**config.mk**
```make
export PLATFORM = sky130hd
export DESIGN_NAME = outputPort
export DESIGN_NICKNAME = d
export VERILOG_FILES = /design/src/design/flitPkg.sv /design/src/design/portPkg.sv /design/src/design/flitFifo.sv /design/src/design/outputArbiter.sv /design/src/design/outputPort.sv /design/src/design/packetBudget.sv
export SDC_FILE = /design/constraint.sdc
export NUM_CORES = 1
export LEC_CHECK = 0
export BUFFER_PORTS_ARGS = -buffer_cell sky130_fd_sc_hd__buf_2
export CAP_MARGIN = 20
export CELL_PAD_IN_SITES_DETAIL_PLACEMENT = 1
export CELL_PAD_IN_SITES_GLOBAL_PLACEMENT = 1
export CORE_MARGIN = 5
export CORE_UTILIZATION = 40
export DETAILED_ROUTE_END_ITERATION = 8
export PLACE_DENSITY_LB_ADDON = 0.15
export SLEW_MARGIN = 20
export SYNTH_ARGS = -nofsm -noshare
export SYNTH_HDL_FRONTEND = slang
export SYNTH_SLANG_ARGS = --single-unit
```
**constraint.sdc**
```tcl
create_clock -name clk -period 4.9 [get_ports clk]
set_input_delay 0.245 -clock clk [delete_from_list [all_inputs] [get_ports clk]]
set_output_delay 0.245 -clock clk [all_outputs]
set_load 0.1 [all_outputs]
```
**src/design/flitPkg.sv**
```systemverilog
package flitPkg;

  // flit type codes carried next to each payload word.
  typedef logic [2:0] flitIdT;

  localparam flitIdT idHead = 3'd1;
  localparam flitIdT idBody = 3'd2;
  localparam flitIdT idTail = 3'd3;

  localparam int dataWidth = 32;

  // header payload carries the packet length in its low bits.
  // the length counts every flit, header included.
  localparam int lengthWidth = 12;

  typedef logic [dataWidth-1:0] flitDataT;

endpackage

```
**src/design/portPkg.sv**
```systemverilog
package portPkg;

  localparam int numPorts = 5;

  typedef logic [2:0] portIdxT;

  // channel indices, also the arbitration rotation order.
  localparam portIdxT portL = 3'd0;
  localparam portIdxT portN = 3'd1;
  localparam portIdxT portE = 3'd2;
  localparam portIdxT portW = 3'd3;
  localparam portIdxT portS = 3'd4;

  // input buffer depth in flits.
  localparam int fifoDepth = 4;

endpackage

```
**src/design/flitFifo.sv**
```systemverilog
`timescale 1ns/10ps

module flitFifo (
  input  logic             clk,
  input  logic             rst,
  input  logic             inValid,
  output logic             inReady,
  input  flitPkg::flitIdT   inFlitId,
  input  flitPkg::flitDataT inData,
  output logic             headValid,
  output flitPkg::flitIdT   headFlitId,
  output flitPkg::flitDataT headData,
  input  logic             headPop
);

  flitPkg::flitIdT   idMem [portPkg::fifoDepth];
  flitPkg::flitDataT dataMem [portPkg::fifoDepth];

  logic [$clog2(portPkg::fifoDepth)-1:0] wrPtr;
  logic [$clog2(portPkg::fifoDepth)-1:0] rdPtr;
  logic [$clog2(portPkg::fifoDepth+1)-1:0] count;
  logic push;

  assign inReady = (count != portPkg::fifoDepth);
  assign headValid = (count != 0);
  assign push = inValid && inReady;

  assign headFlitId = idMem[rdPtr];
  assign headData = dataMem[rdPtr];

  always_ff @(posedge clk)
  begin
    if (rst)
    begin
      wrPtr <= '0;
      rdPtr <= '0;
      count <= '0;
    end
    else
    begin
      if (push)
      begin
        wrPtr <= (int'(wrPtr) == portPkg::fifoDepth - 1) ? '0 : wrPtr + 1'b1;
      end
      if (headPop)
      begin
        rdPtr <= (int'(rdPtr) == portPkg::fifoDepth - 1) ? '0 : rdPtr + 1'b1;
      end
      // simultaneous push and pop leaves the count unchanged.
      case ({push, headPop})
        2'b10: count <= count + 1'b1;
        2'b01: count <= count - 1'b1;
        default: count <= count;
      endcase
    end
  end

  always_ff @(posedge clk)
  begin
    if (push)
    begin
      idMem[wrPtr] <= inFlitId;
      dataMem[wrPtr] <= inData;
    end
  end

  // arbiter only pops a flit that is present.
  popNeedsHead: assert property (@(posedge clk) disable iff (rst) headPop |-> headValid);

endmodule

```
**src/design/outputArbiter.sv**
```systemverilog
`timescale 1ns/10ps

module outputArbiter (
  input  logic                                        clk,
  input  logic                                        rst,
  input  logic [portPkg::numPorts-1:0]                headValid,
  input  flitPkg::flitIdT [portPkg::numPorts-1:0]     headFlitId,
  input  flitPkg::flitDataT [portPkg::numPorts-1:0]   headData,
  output logic [portPkg::numPorts-1:0]                headPop,
  output logic                                        outValid,
  input  logic                                        outReady,
  output flitPkg::flitIdT                             outFlitId,
  output flitPkg::flitDataT                           outData,
  output portPkg::portIdxT                            outSource
);

  // bit 0 is the idle code, bit i+1 grants channel i.
  logic [portPkg::numPorts:0] grant;
  logic [portPkg::numPorts:0] nextGrant;

  logic [portPkg::numPorts-1:0] packetDone;
  portPkg::portIdxT holderIdx;
  portPkg::portIdxT startIdx;
  logic started;
  logic hold;
  logic outFree;
  logic popEn;

  genvar i;
  generate
    for (i = 0; i < portPkg::numPorts; i++)
    begin : budgetGen
      packetBudget budgetInst (
        .clk        (clk),
        .rst        (rst),
        .load       (headPop[i] && (headFlitId[i] == flitPkg::idHead)),
        .length     (headData[i][flitPkg::lengthWidth-1:0]),
        .step       (headPop[i]),
        .packetDone (packetDone[i])
      );
      assign headPop[i] = popEn && grant[i + 1];
    end
  endgenerate

  always_comb
  begin
    holderIdx = portPkg::portL;
    for (int k = 0; k < portPkg::numPorts; k++)
    begin
      if (grant[k + 1])
      begin
        holderIdx = portPkg::portIdxT'(k);
      end
    end
  end

  // a stale done from the last packet is ignored until this grant pops.
  assign hold = !grant[0] && headValid[holderIdx] && !(started && packetDone[holderIdx]);
  assign outFree = !outValid || outReady;
  assign popEn = hold && outFree;

  // from idle, start after S so that L is checked first.
  assign startIdx = grant[0] ? portPkg::portS : holderIdx;

  always_comb
  begin
    int idx;
    logic found;
    nextGrant = grant;
    found = 1'b0;
    idx = 0;
    if (!hold)
    begin
      nextGrant = {{portPkg::numPorts{1'b0}}, 1'b1};
      // holder itself comes last in the rotation.
      for (int k = 1; k <= portPkg::numPorts; k++)
      begin
        idx = (int'(startIdx) + k) % portPkg::numPorts;
        if (!found && headValid[idx])
        begin
          nextGrant = '0;
          nextGrant[idx + 1] = 1'b1;
          found = 1'b1;
        end
      end
    end
  end

  always_ff @(posedge clk)
  begin
    if (rst)
    begin
      grant <= {{portPkg::numPorts{1'b0}}, 1'b1};
      started <= 1'b0;
      outValid <= 1'b0;
    end
    else
    begin
      grant <= nextGrant;
      if (!hold)
      begin
        started <= 1'b0;
      end
      else if (popEn)
      begin
        started <= 1'b1;
      end
      if (outFree)
      begin
        outValid <= popEn;
      end
    end
  end

  always_ff @(posedge clk)
  begin
    if (popEn)
    begin
      outFlitId <= headFlitId[holderIdx];
      outData <= headData[holderIdx];
      outSource <= holderIdx;
    end
  end

  grantOneHot: assert property (@(posedge clk) disable iff (rst) $onehot(grant));

  // a stalled output must not change under the receiver.
  outHeldOnStall: assert property (@(posedge clk) disable iff (rst)
    (outValid && !outReady) |=> (outValid && $stable(outData)));

endmodule

```
**src/design/outputPort.sv**
```systemverilog
`timescale 1ns/10ps

module outputPort (
  input  logic                                      clk,
  input  logic                                      rst,
  input  logic [portPkg::numPorts-1:0]              inValid,
  output logic [portPkg::numPorts-1:0]              inReady,
  input  flitPkg::flitIdT [portPkg::numPorts-1:0]   inFlitId,
  input  flitPkg::flitDataT [portPkg::numPorts-1:0] inData,
  output logic                                      outValid,
  input  logic                                      outReady,
  output flitPkg::flitIdT                           outFlitId,
  output flitPkg::flitDataT                         outData,
  output portPkg::portIdxT                          outSource
);

  logic [portPkg::numPorts-1:0] headValid;
  flitPkg::flitIdT [portPkg::numPorts-1:0] headFlitId;
  flitPkg::flitDataT [portPkg::numPorts-1:0] headData;
  logic [portPkg::numPorts-1:0] headPop;

  genvar i;
  generate
    for (i = 0; i < portPkg::numPorts; i++)
    begin : fifoGen
      flitFifo fifoInst (
        .clk        (clk),
        .rst        (rst),
        .inValid    (inValid[i]),
        .inReady    (inReady[i]),
        .inFlitId   (inFlitId[i]),
        .inData     (inData[i]),
        .headValid  (headValid[i]),
        .headFlitId (headFlitId[i]),
        .headData   (headData[i]),
        .headPop    (headPop[i])
      );
    end
  endgenerate

  outputArbiter arbiterInst (
    .clk        (clk),
    .rst        (rst),
    .headValid  (headValid),
    .headFlitId (headFlitId),
    .headData   (headData),
    .headPop    (headPop),
    .outValid   (outValid),
    .outReady   (outReady),
    .outFlitId  (outFlitId),
    .outData    (outData),
    .outSource  (outSource)
  );

endmodule

```
**src/design/packetBudget.sv**
```systemverilog
`timescale 1ns/10ps

module packetBudget (
  input  logic                            clk,
  input  logic                            rst,
  input  logic                            load,
  input  logic [flitPkg::lengthWidth-1:0] length,
  input  logic                            step,
  output logic                            packetDone
);

  logic [flitPkg::lengthWidth-1:0] lengthReg;
  logic [flitPkg::lengthWidth-1:0] sentCount;

  always_ff @(posedge clk)
  begin
    if (rst)
    begin
      lengthReg <= '0;
      sentCount <= '0;
    end
    else if (load)
    begin
      // the header itself is the first flit sent.
      lengthReg <= length;
      sentCount <= 1;
    end
    else if (step)
    begin
      sentCount <= sentCount + 1'b1;
    end
  end

  // counts flits sent, not cycles, so stalls never end a packet early.
  assign packetDone = (sentCount == lengthReg);

endmodule

```
==> metrics.md, run 1 <==
| Metric | Value |
|---|---|
| Status | `completed` |
| Share of the synthesized area in the top cell type | `between 50% and 60%` |
| Later-pin clock latency in the skew report | `around 650 ps` |
| Worst path required time | `~5400 ps` |
| Final Critical Period | `roughly 4700 ps` |
| Area share of fa/ha/maj cells after synthesis | `under 10%` |
| DRT iter0 DRCs | `approximately 1300` |
| CTS buffer count | `94` |
| Via/cell ratio | `roughly 5.3` |
| Max_slew headroom | `approximately a quarter` |
| Yosys cell types | `86` |
| Synth Area in Compound Gates | `5.103%` |
| Layout cell share with drive strength beyond 1 | `about a quarter` |
| Async set or reset register ratio after synthesis | `0%` |
| Worst r2r src | `arbiterInst.grant[0]` |
| Remaining Overflow, GRT | `0` |
| Synth Area in Simple Gates | `under 10%` |
| Die W | `317.6 µm` |
| Initial antenna violation count | `20` |
| Worst-path maximum fanout | `8` |
| WP data arrival | `5250 ps` |
| CP Class | `flop to flop` |
| Slew Limit Fails | `0` |
| Reg2reg path depth | `24` |
| Post-DR wirelength/cell | `roughly 24 µm` |
| Final setup fails | `0` |
| Setup Buffers After CTS | `0` |
| Initial Utilization | `approximately two fifths` |
| Residual DRC count | `0` |
| Worst reg2reg setup slack | `between 150 and 200 ps` |
| Total global-route track usage | `between 20 and 25%` |
| Port Buffers | `approximately 230` |
| Fill count | `9195` |
| WL final | `slightly above 100000 µm` |
| Root buf cell | `clkbuf_16` |
| Max-cap viol count | `0` |
| Htree depth | `3` |
| Vias in the first global route | `between 20000 and 25000` |
| Top_reg_cell synth | `edfxtp_1` |
| Leading area contributor after synthesis | `edfxtp_1` |
| Syn nets | `~2700` |
| Synthesized area per cell | `around 15 µm²` |
| Dpl hpwl | `about 70000 µm` |
| Pre-CTS setup slack | `-89.01 ps` |
| RD Place Congestion | `between 0.8 and 0.9` |
| Worst setup path startpoint | `arbiterInst.grant[0]` |
| TritonCTS clock tree | `done` |
| Worst reg2reg endpoint | `arbiterInst.grant[1]` |
| Final hold vios | `0` |
| CP endpoint kind | `flop` |
| Period utilization | `between 90% and 100%` |
| Clk_skew | `16.38 ps` |
| Largest net degree at the start of global routing | `80` |
| Peak VDD IR | `0.0003667 V` |
| Post-synthesis sequential area ratio | `between 60% and 70%` |
| Setup crit end | `arbiterInst.grant[1]` |
| Post-DRT Antenna Nets | `0` |
| Critical Path Source Type | `flop` |
| Synth Area in XOR/XNOR | `between 2 and 3%` |
| Layout area overhead | `21.09%` |
| Post-route cell area | `45840 µm²` |
| Setup ws final | `between 150 and 200 ps` |
| Synth Instances | `2458` |
| Placed Area | `just over 40000 µm²` |
| Ys Warns | `0` |
| Largest family of logic cells by synthesized area | `multiplexers` |
| Ports | `227` |
| Post-synth EDFFs | `between 700 and 800` |
| Clock buffer depth | `3` |
| Clock sinks | `approximately 910` |
| Setup TNS | `0 ps` |
| First-pass DRT Iterations | `5` |
| Die Y | `around 320 µm` |
| Die footprint | `100900 µm²` |
| Ranking of synthesized cells by area | `edfxtp_1 (59%), mux4_2 (10%), dfxtp_1 (9.1%)` |
| Synth Register Bits | `between 900 and 1000` |
| P per Cell Area | `about 470 nW/µm²` |
| Commonest non-fill, non-tap cells in the layout | `edfxtp_1 (738), buf_2 (225), nor2_1 (208)` |
| Mux share of post-synthesis cell area | `12.65%` |
| Core Rows | `between 100 and 150` |
| Reg clk slew, reported paths | `around 70 ps` |
| Area of the mapped netlist | `37850 µm²` |
| Fmax | `approximately 210 MHz` |
| Leak | `roughly 0.016 µW` |
| Via count | `22613` |
| Core area | `93610 µm²` |
| Hold WC Path Type | `input pin to flop` |
| Fin nets | `~3200` |
| Commonest non-fill, non-tap cell in the layout | `edfxtp_1` |
| First-pass GRT wire length | `~160000 µm` |
| Worst-margin pin slew | `1128 ps` |
## cell usage after synthesis, types with 5 or more instances
master    count
a21oi_1     154
a22oi_1       9
a31oi_1       9
and2_1       10
and3_1       29
buf_1        24
buf_2        15
buf_4         7
clkbuf_1     72
dfxtp_1     173
edfxtp_1    738
fa_1          5
ha_1         58
inv_1        49
mux2_2        8
mux2i_1      72
mux4_2      176
nand2_1     159
nand2b_1     11
nand3_1      38
nand3b_1      6
nand4_1      20
nor2_1      211
nor2b_1      13
nor3_1       37
nor4_1       16
o211ai_1      9
o21a_1        5
o21ai_0      77
o31ai_1       5
or3_1        22
or3b_2        5
xnor2_1      53
xor2_1       67
## metrics by stage
stage / power, µW / utilization (%) / hold WS (ps) / instances
global route: 22320 / 48.95 / 70.91 / 4248
floorplan: 12350 / - / 343.9 / 2458
finish: 21420 / 48.97 / 56.97 / 4256
detailed placement: 14020 / 43.52 / 461.6 / 3890
global placement: 13900 / 43.52 / 453.4 / 3890
CTS: 21570 / 48.85 / 10.98 / 4242
## layer usage
layer | up-vias | GRT usage, % | part of all wire, %
li1 | 10345 | - | -
met1 | 11689 | 24.84 | 41
met2 | 417 | 36.05 | 52
met3 | 148 | 3.540 | 4.5
met4 | 14 | 5.798 | 2.4
met5 | - | 0 | 0.093
## final cells by class
| type | count | area (µm²) | share of cell area [%] |
|---|---|---|---|
| Clock inverter | 58 | 638.1 | 1.392 |
| Clock buffer | 119 | 2569 | 5.604 |
| Tap cell | 1254 | 1569 | 3.423 |
| Multi-Input combinational cell | 1369 | 11730 | 25.58 |
| Antenna cell | 14 | 35.03 | 0.07643 |
| Sequential cell | 911 | 25640 | 55.94 |
| Inverter | 56 | 217.7 | 0.4750 |
| Timing Repair Buffer | 475 | 3445 | 7.515 |
## logic make-up (layout without fill, tap and decap cells)
logic type,after synthesis,in the layout
buffers and inverters,178,708
DFF,911,911
and+or+nand+nor,606,606
muxes,257,257
AOI/OAI and AO/OA,322,322
other,0,14
adders and majority gates,63,63
xor gates and xnor gates,121,121
## worst max-delay path: stages (launching register included)
cell,delay (ps)
dfxtp_1,310
or2_4,290
inv_6,70
o21ai_4,80
ha_4,210
o21a_2,150
nor2_4,180
ha_1,170
inv_1,40
ha_1,320
nand2b_4,180
a21oi_4,140
o22ai_2,130
or3_4,430
xnor2_4,180
inv_2,90
ha_2,230
and4b_1,210
a2111o_1,340
nand2_1,120
nor2_1,70
nor4b_4,140
a21o_1,190
a211oi_2,220
o41ai_2,110
## flip-flops by register name, summed over array words and instances (netlist names), named ones only
register / count
arbiterInst.outData: 32
fifoGen.fifoInst.count: 15
fifoGen.fifoInst.idMem: 60
fifoGen.fifoInst.rdPtr: 10
arbiterInst.budgetGen.budgetInst.lengthReg: 60
arbiterInst.started: 1
arbiterInst.grant: 6
arbiterInst.outValid: 1
fifoGen.fifoInst.dataMem: 640
fifoGen.fifoInst.wrPtr: 10
arbiterInst.outSource: 3
arbiterInst.outFlitId: 3
arbiterInst.budgetGen.budgetInst.sentCount: 60
## worst min path at each step
stage / start / end / slack [ps] / cells after the start
2_1_floorplan: inData[0] / fifoGen[0].fifoInst.dataMem[0][0] / 340 / 0
3_3_place_gp: inData[42] / fifoGen[1].fifoInst.dataMem[3][10] / 450 / 1
3_5_place_dp: inData[57] / fifoGen[1].fifoInst.dataMem[3][25] / 460 / 1
4_1_cts: inValid[4] / fifoGen[4].fifoInst.wrPtr[0] / 10 / 4
5_1_grt: inValid[4] / fifoGen[4].fifoInst.wrPtr[0] / 70 / 4
6_report: inValid[0] / fifoGen[0].fifoInst.wrPtr[0] / 60 / 4
## power by group
| part | leakage, µW | internal [µW] | switching, µW |
|---|---|---|---|
| sequential | 0.00818 | 8860 | 172 |
| clock | 0.00156 | 4320 | 3060 |
| combinational | 0.00627 | 1650 | 3350 |
## what timing repair did
| action | CTS | global route |
|---|---|---|
| pin swaps | 1 | 1 |
| cloned | 0 | 0 |
| endpoints found under the setup margin | 4 | 6 |
| hold endpoints to repair | 700 | 0 |
| gates resized for setup | 3 | 12 |
| hold buffers | 175 | 0 |
No activity file was read; power rests on OpenSTA's default activity.
==> inputs of run 2 (changes only) <==
--- a/config.mk
+++ b/config.mk
@@ -11,7 +11,9 @@
 export CELL_PAD_IN_SITES_GLOBAL_PLACEMENT = 1
 export CORE_MARGIN = 5
 export CORE_UTILIZATION = 40
+export CTS_BUF_LIST = sky130_fd_sc_hd__clkbuf_2 sky130_fd_sc_hd__clkbuf_4 sky130_fd_sc_hd__clkbuf_8
 export DETAILED_ROUTE_END_ITERATION = 8
+export GPL_TIMING_DRIVEN = 0
 export PLACE_DENSITY_LB_ADDON = 0.15
 export SLEW_MARGIN = 20
 export SYNTH_ARGS = -nofsm -noshare
==> run 2 against run 1 <==
Net effect:
- clock-buffer cell count is 97 higher
- sequential share of layout area shrank 1.3 points
- routed wire length up 7.4%
- die area unchanged
- critical path depth is 1 higher
- via count rose by 5.6%
- worst hold slack better by 110 ps
- global-route usage increased by 1.5 points
- core utilization rose by 1.1 points
- clock skew increased by 28 ps
- clock power fell by 9.8%
- non-clock buffer count is 125 higher
==> metrics.md, run 2 (synthesis results as in run 1) <==
| Metric | Value |
|---|---|
| First-pass DRT Iterations | `5 (unchanged)` |
| P per Cell Area | `458.2 nW/µm² (was 467.3 nW/µm²)` |
| Hold depth | `4 (unchanged)` |
| Final Critical Period | `4871 ps (was 4745 ps)` |
| Core Rows | `112 (unchanged)` |
| Worst r2r src | `arbiterInst.grant[5] (was arbiterInst.grant[0])` |
| Vias in the first global route | `25958 (was 24677)` |
| Later-pin clock latency in the skew report | `810 ps (was 650 ps)` |
| Die footprint | `100900 µm² (unchanged)` |
| Final setup fails | `0 (unchanged)` |
| Ports | `227 (unchanged)` |
| DRT iter0 DRCs | `1641 (was 1347)` |
| CP Class | `flop to flop (unchanged)` |
| Layout area overhead | `23.87% (was 21.09%)` |
| Max-cap viol count | `0 (unchanged)` |
| Largest net degree at the start of global routing | `46 (was 80)` |
| Worst path top cell family by delay | `simple AND/OR/NAND/NOR gates (unchanged)` |
| Final non-filler cell total | `4480 (was 4256)` |
| Remaining Overflow, GRT | `0 (unchanged)` |
| Final Core Density | `50.09% (was 48.97%)` |
| Hold WC Path Type | `input pin to flop (unchanged)` |
| Placed Area | `41070 µm² (was 40740 µm²)` |
| Slew Limit Fails | `0 (unchanged)` |
| Residual DRC count | `0 (unchanged)` |
| Levels on crit path | `25 (was 24)` |
| Port Buffers | `225 (was 226)` |
| Core area | `93610 µm² (unchanged)` |
| Fill count | `9362 (was 9195)` |
| Hold endpoint | `arbiterInst.outValid (was fifoGen[0].fifoInst.wrPtr[0])` |
| Worst path most repeated cell | `ha_4 (was ha_1)` |
| Worst reg2reg endpoint | `arbiterInst.grant[2] (was arbiterInst.grant[1])` |
| Clk_skew | `44.33 ps (was 16.38 ps)` |
| RD Place Congestion | `0.8707 (was 0.8131)` |
| WP data arrival | `5500 ps (was 5250 ps)` |
| Initial antenna violation count | `16 (was 20)` |
| Setup TNS | `0 ps (unchanged)` |
| Commonest non-fill, non-tap cells in the layout | `edfxtp_1 (738), buf_2 (234), nor2_1 (207) (was edfxtp_1 (738), buf_2 (225), nor2_1 (208))` |
| Commonest non-fill, non-tap cell in the layout | `edfxtp_1 (unchanged)` |
| Leak | `0.01648 µW (was 0.01601 µW)` |
| Worst-path maximum fanout | `4 (was 8)` |
| Buffers & Inverters on Critical Path | `5 (was 3)` |
| Layout cell share with drive strength beyond 1 | `27.16% (was 23.96%)` |
| Max_slew headroom | `17.63% (was 24.78%)` |
| Critical Path Source Type | `flop (unchanged)` |
| Largest register FFs | `640 (unchanged)` |
| Reg2reg path depth | `25 (was 24)` |
| Dpl hpwl | `77010 µm (was 70150 µm)` |
| Post-route cell area | `46890 µm² (was 45840 µm²)` |
| Period utilization | `99.42% (was 96.84%)` |
| Worst setup path startpoint | `arbiterInst.grant[5] (was arbiterInst.grant[0])` |
| Via count | `23885 (was 22613)` |
| Htree depth | `4 (was 3)` |
| Die Y | `317.6 µm (unchanged)` |
| CTS buffer count | `153 (was 94)` |
| Critical path's slowest cell | `or3_4 (unchanged)` |
| Status | `completed (unchanged)` |
| Worst path required time | `5530 ps (was 5410 ps)` |
| Worst reg2reg setup slack | `30 ps (was 150 ps)` |
| Die W | `317.6 µm (unchanged)` |
| TritonCTS clock tree | `done (unchanged)` |
| WL final | `110700 µm (was 103100 µm)` |
| RSZ-0062 raised after global routing | `true` |
| Fin nets | `3337 (was 3153)` |
| Initial Utilization | `40.44% (unchanged)` |
| Clock buffer depth | `3 (unchanged)` |
| First-pass GRT wire length | `164700 µm (was 155400 µm)` |
| Design Power | `21480 µW (was 21420 µW)` |
| Fmax | `205.3 MHz (was 210.7 MHz)` |
| Peak VDD IR | `0.0002581 V (was 0.0003667 V)` |
| Root buf cell | `clkbuf_8 (was clkbuf_16)` |
| CP endpoint kind | `flop (unchanged)` |
| Total global-route track usage | `21.51% (was 20.02%)` |
| Largest Register | `fifoGen.fifoInst.dataMem (unchanged)` |
| Final hold vios | `0 (unchanged)` |
| Placed cell count | `3953 (was 3890)` |
| Reg clk slew, reported paths | `70 ps (about the same)` |
| Post-DR wirelength/cell | `24.71 µm (was 24.22 µm)` |
| Crit path largest cell delay | `430 ps (about the same)` |
| Via/cell ratio | `5.331 (was 5.313)` |
| Post-DRT Antenna Nets | `0 (unchanged)` |
| Worst-margin pin slew | `1226 ps (was 1128 ps)` |
| Clock sinks | `911 (unchanged)` |
| Min-delay src | `outReady (was inValid[0])` |
run 2: cell types whose count changed in the layout (fill, tap and decap cells not counted), moves of 7 or more:
| cell | delta |
|---|---|
| clkbuf_8 | +150 |
| clkbuf_4 | +60 |
| buf_12 | +16 |
| inv_8 | +7 |
| buf_1 | +24 |
| buf_2 | +9 |
| bufinv_16 | -8 |
| clkbuf_1 | +50 |
| clkbuf_16 | -94 |
| clkinv_1 | +16 |
| dfxtp_1 | +7 |
| buf_4 | -11 |
| clkinv_2 | -10 |
run 2: what timing repair did:
item | CTS | global route
hold endpoints to repair | 717 | 0
setup endpoints to repair | 60 | 7
setup buffers | 47 | 15
resized for setup | 73 | 43
hold buffers | 180 | 0
pin swaps | 28 | 34
run 2: final cells by class:
cell class | instances | area, µm² | share of cell area [%]
sequential | 911 | 25630 | 54.66
multi-input combinational | 1369 | 12020 | 25.64
timing repair buffer | 482 | 3769 | 8.037
clock buffer | 216 | 2610 | 5.566
tap | 1254 | 1569 | 3.346
buffer | 118 | 598.1 | 1.276
clock inverter | 55 | 380.4 | 0.8112
inverter | 56 | 262.8 | 0.5604
antenna | 19 | 47.55 | 0.1014
run 2: layer usage:
metal,part of all wire [%],vias to the layer above,global-route usage (%),routed length [µm]
met5,0.012,-,0,13
met4,2.3,2,5.954,2567
met3,4.7,179,4.093,5159
met2,52,619,38.13,57030
met1,41,12364,27.12,45950
li1,-,10721,-,-
run 2: power breakdown:
group	internal (µW)	leakage (µW)	switching [µW]	total, µW
Combinational	2070	0.00672	3750	5820
Clock	3570	0.00159	3090	6660
Sequential	8860	0.00818	147	9010
run 2: worst min-delay path: cells and delay by family:
family	cells	cell delay, ps
buffers and inverters	2	350
AOI/OAI and AO/OA	1	200
and+or+nand+nor	1	120
run 2: worst max-delay path by stage:
stage                                      end  slack (ps)
after CTS                 arbiterInst.grant[5]           3
after global routing      arbiterInst.grant[5]        -100
after floorplan           arbiterInst.grant[4]          -9
after global placement    arbiterInst.grant[5]       -1480
final                     arbiterInst.grant[2]          30
after detailed placement  arbiterInst.grant[5]       -1620
run 2: stage by stage:
stage	hold WS (ps)	worst slack [ps]
global route	126.0	-96.23
global placement	450.9	-1482
CTS	57.60	3.317
detailed placement	446.8	-1623
finish	169.8	28.59
floorplan	343.9	-8.904
==> inputs of run 3 (changes only) <==
==> constraint.sdc (replaced) <==
create_clock -name clk -period 6.2 [get_ports clk]
set_input_delay 0.31 -clock clk [delete_from_list [all_inputs] [get_ports clk]]
set_output_delay 0.31 -clock clk [all_outputs]
set_load 0.1 [all_outputs]
==> run 3 against run 2 <==
Net effect:
- register-to-register slack better by 180 ps
- global-route usage decreased by 0.50 points
- sequential power is 21% lower
- fmax decreased by 19%
- critical path depth grew 1
- clock power shrank 18%
- cell count decreased by 0.98%
- clock skew down 3.0 ps
- largest cell class unchanged
==> metrics.md, run 3 (synthesis results as in run 1) <==
| Metric | Value |
|---|---|
| Die footprint | `100900 µm² (unchanged)` |
| Clk_skew | `41.33 ps (was 44.33 ps)` |
| Largest net degree at the start of global routing | `46 (unchanged)` |
| Fin nets | `3293 (was 3337)` |
| Period utilization | `96.67% (was 99.42%)` |
| Commonest non-fill, non-tap cell in the layout | `edfxtp_1 (unchanged)` |
| Setup crit end | `arbiterInst.grant[1] (was arbiterInst.grant[2])` |
| Worst path required time | `6860 ps (was 5530 ps)` |
| Clock buffer depth | `3 (unchanged)` |
| Final hold vios | `0 (unchanged)` |
| Largest Register | `fifoGen.fifoInst.dataMem (unchanged)` |
| Total global-route track usage | `21.01% (was 21.51%)` |
| Layout cell share with drive strength beyond 1 | `24.72% (was 27.16%)` |
| Later-pin clock latency in the skew report | `820 ps (was 810 ps)` |
| Commonest non-fill, non-tap cells in the layout | `edfxtp_1 (738), buf_2 (237), nor2_1 (208) (was edfxtp_1 (738), buf_2 (234), nor2_1 (207))` |
| Max-cap viol count | `0 (unchanged)` |
| Initial Utilization | `40.44% (unchanged)` |
| Worst setup path startpoint | `arbiterInst.grant[2] (was arbiterInst.grant[5])` |
| Worst path most repeated cell | `ha_1 (was ha_4)` |
| Placed cell count | `3957 (was 3953)` |
| Critical path's slowest cell | `or3_4 (unchanged)` |
| Core Rows | `112 (unchanged)` |
| Leak | `0.01619 µW (was 0.01648 µW)` |
| Status | `completed (unchanged)` |
| CP Class | `flop to flop (unchanged)` |
| Final non-filler cell total | `4436 (was 4480)` |
| Fmax | `166.8 MHz (was 205.3 MHz)` |
| Residual DRC count | `0 (unchanged)` |
| Die Y | `317.6 µm (unchanged)` |
| Critical Path Source Type | `flop (unchanged)` |
| Max_slew headroom | `27.35% (was 17.63%)` |
| Slew Limit Fails | `0 (unchanged)` |
| Port Buffers | `225 (unchanged)` |
| Htree depth | `4 (unchanged)` |
| Post-DR wirelength/cell | `24.35 µm (was 24.71 µm)` |
| Final setup fails | `0 (unchanged)` |
| Worst reg2reg endpoint | `arbiterInst.grant[1] (was arbiterInst.grant[2])` |
| RSZ-0062 raised after global routing | `false (was true)` |
| WP data arrival | `6660 ps (was 5500 ps)` |
| Worst-path maximum fanout | `10 (was 4)` |
| Root buf cell | `clkbuf_8 (unchanged)` |
| Core area | `93610 µm² (unchanged)` |
| CP endpoint kind | `flop (unchanged)` |
| Ports | `227 (unchanged)` |
| Post-DRT Antenna Nets | `0 (unchanged)` |
| Remaining Overflow, GRT | `0 (unchanged)` |
| WL final | `108000 µm (was 110700 µm)` |
| TritonCTS clock tree | `done (unchanged)` |
| First-pass DRT Iterations | `6 (was 5)` |
| Placed Area | `41050 µm² (was 41070 µm²)` |
| Die W | `317.6 µm (unchanged)` |
| Crit path largest cell delay | `430 ps (about the same)` |
| Post-route cell area | `46150 µm² (was 46890 µm²)` |
| Initial antenna violation count | `17 (was 16)` |
| Vias in the first global route | `25477 (was 25958)` |
| DRT iter0 DRCs | `1520 (was 1641)` |
| P per Cell Area | `356.6 nW/µm² (was 458.2 nW/µm²)` |
| Reg2reg path depth | `26 (was 25)` |
| Via count | `23503 (was 23885)` |
| Fill count | `9383 (was 9362)` |
| Largest register FFs | `640 (unchanged)` |
| Via/cell ratio | `5.298 (was 5.331)` |
| Layout area overhead | `21.91% (was 23.87%)` |
| Worst-margin pin slew | `1078 ps (was 1226 ps)` |
| First-pass GRT wire length | `160200 µm (was 164700 µm)` |
| Dpl hpwl | `77150 µm (was 77010 µm)` |
| CTS buffer count | `157 (was 153)` |
| Reg clk slew, reported paths | `60 ps (was 70 ps)` |
| Final Critical Period | `5994 ps (was 4871 ps)` |
| Worst r2r src | `arbiterInst.grant[2] (was arbiterInst.grant[5])` |
| Clock sinks | `911 (unchanged)` |
| Hold WC Path Type | `input pin to flop (unchanged)` |
| Peak VDD IR | `0.0001956 V (was 0.0002581 V)` |
| Worst reg2reg setup slack | `210 ps (was 30 ps)` |
| RD Place Congestion | `0.8683 (was 0.8707)` |
==> run 3: changes by cell type in the layout (fill, tap and decap cells not counted), sizes merged <==
cell and delta:
diode -4, clkbuf +14, clkinv -3, buf -50, inv -1
==> run 3: layer usage <==
| layer | up-vias | GRT usage, % | part of all wire [%] |
|---|---|---|---|
| met3 | 184 | 4.220 | 4.8 |
| met1 | 12061 | 26.76 | 42 |
| li1 | 10651 | - | - |
| met2 | 603 | 35.81 | 50 |
| met5 | - | 0 | 0.025 |
| met4 | 4 | 7.802 | 3.3 |
==> run 3: how the worst min path moves through the flow <==
stage,from,to,cells after the start
2_1_floorplan,inData[0],fifoGen[0].fifoInst.dataMem[0][0],0
3_5_place_dp,arbiterInst.grant[5],arbiterInst.outSource[2],0
6_report,outReady,arbiterInst.started,5
3_3_place_gp,arbiterInst.grant[5],arbiterInst.outSource[2],0
4_1_cts,outReady,arbiterInst.started,5
5_1_grt,inData[82],fifoGen[2].fifoInst.dataMem[0][18],2
==> run 3: cell type report <==
class                   instances  area (µm²)  area share (%)
repair buffers                430        3430           7.432
clock buffers                 228        2738           5.932
inverters                      56       224.0          0.4853
flip-flops and latches        911       25620           55.53
plain buffers                 122       554.3           1.201
clock inverters                51       387.9          0.8405
well taps                    1254        1569           3.400
diodes                         15       37.54         0.08134
multi-input cells            1369       11580           25.10
==> run 3: what timing repair did <==
item	in CTS	in global routing
hold endpoints to repair	707	0
hold buffers	180	0
resized for setup	14	16
setup buffers	3	1
pin swaps	1	2
endpoints found under the setup margin	6	6
==> run 3: stage by stage <==
stage                     total power (µW)  util (%)  setup slack [ps]  TNS (ps)  hold WS, ps
after detailed placement             10970     43.85            -817.9     -3671        453.3
after global routing                 17180     49.28             10.49         0        188.1
final                                16460     49.30             206.3         0        231.3
after CTS                            16580     49.19             39.35         0        152.4
after floorplan                       9652         -             738.5         0        408.9
after global placement               10830     43.32            -705.4     -3100        451.5
==> run 3: worst max-delay path, delay by kind of cell (launching register included) <==
family / cells / cell delay (ps)
compound gates: 7 / 1410
xor+xnor: 1 / 240
fa+ha+maj: 4 / 1180
buf+inv: 7 / 1260
flops: 1 / 300
simple gates: 7 / 1450
==> run 3: power by group <==
group / total (µW) / switching, µW / internal (µW)
logic: 3910 / 2690 / 1220
registers: 7120 / 112 / 7000
clock network: 5430 / 2450 / 2980
total: 16500 / 5250 / 11200
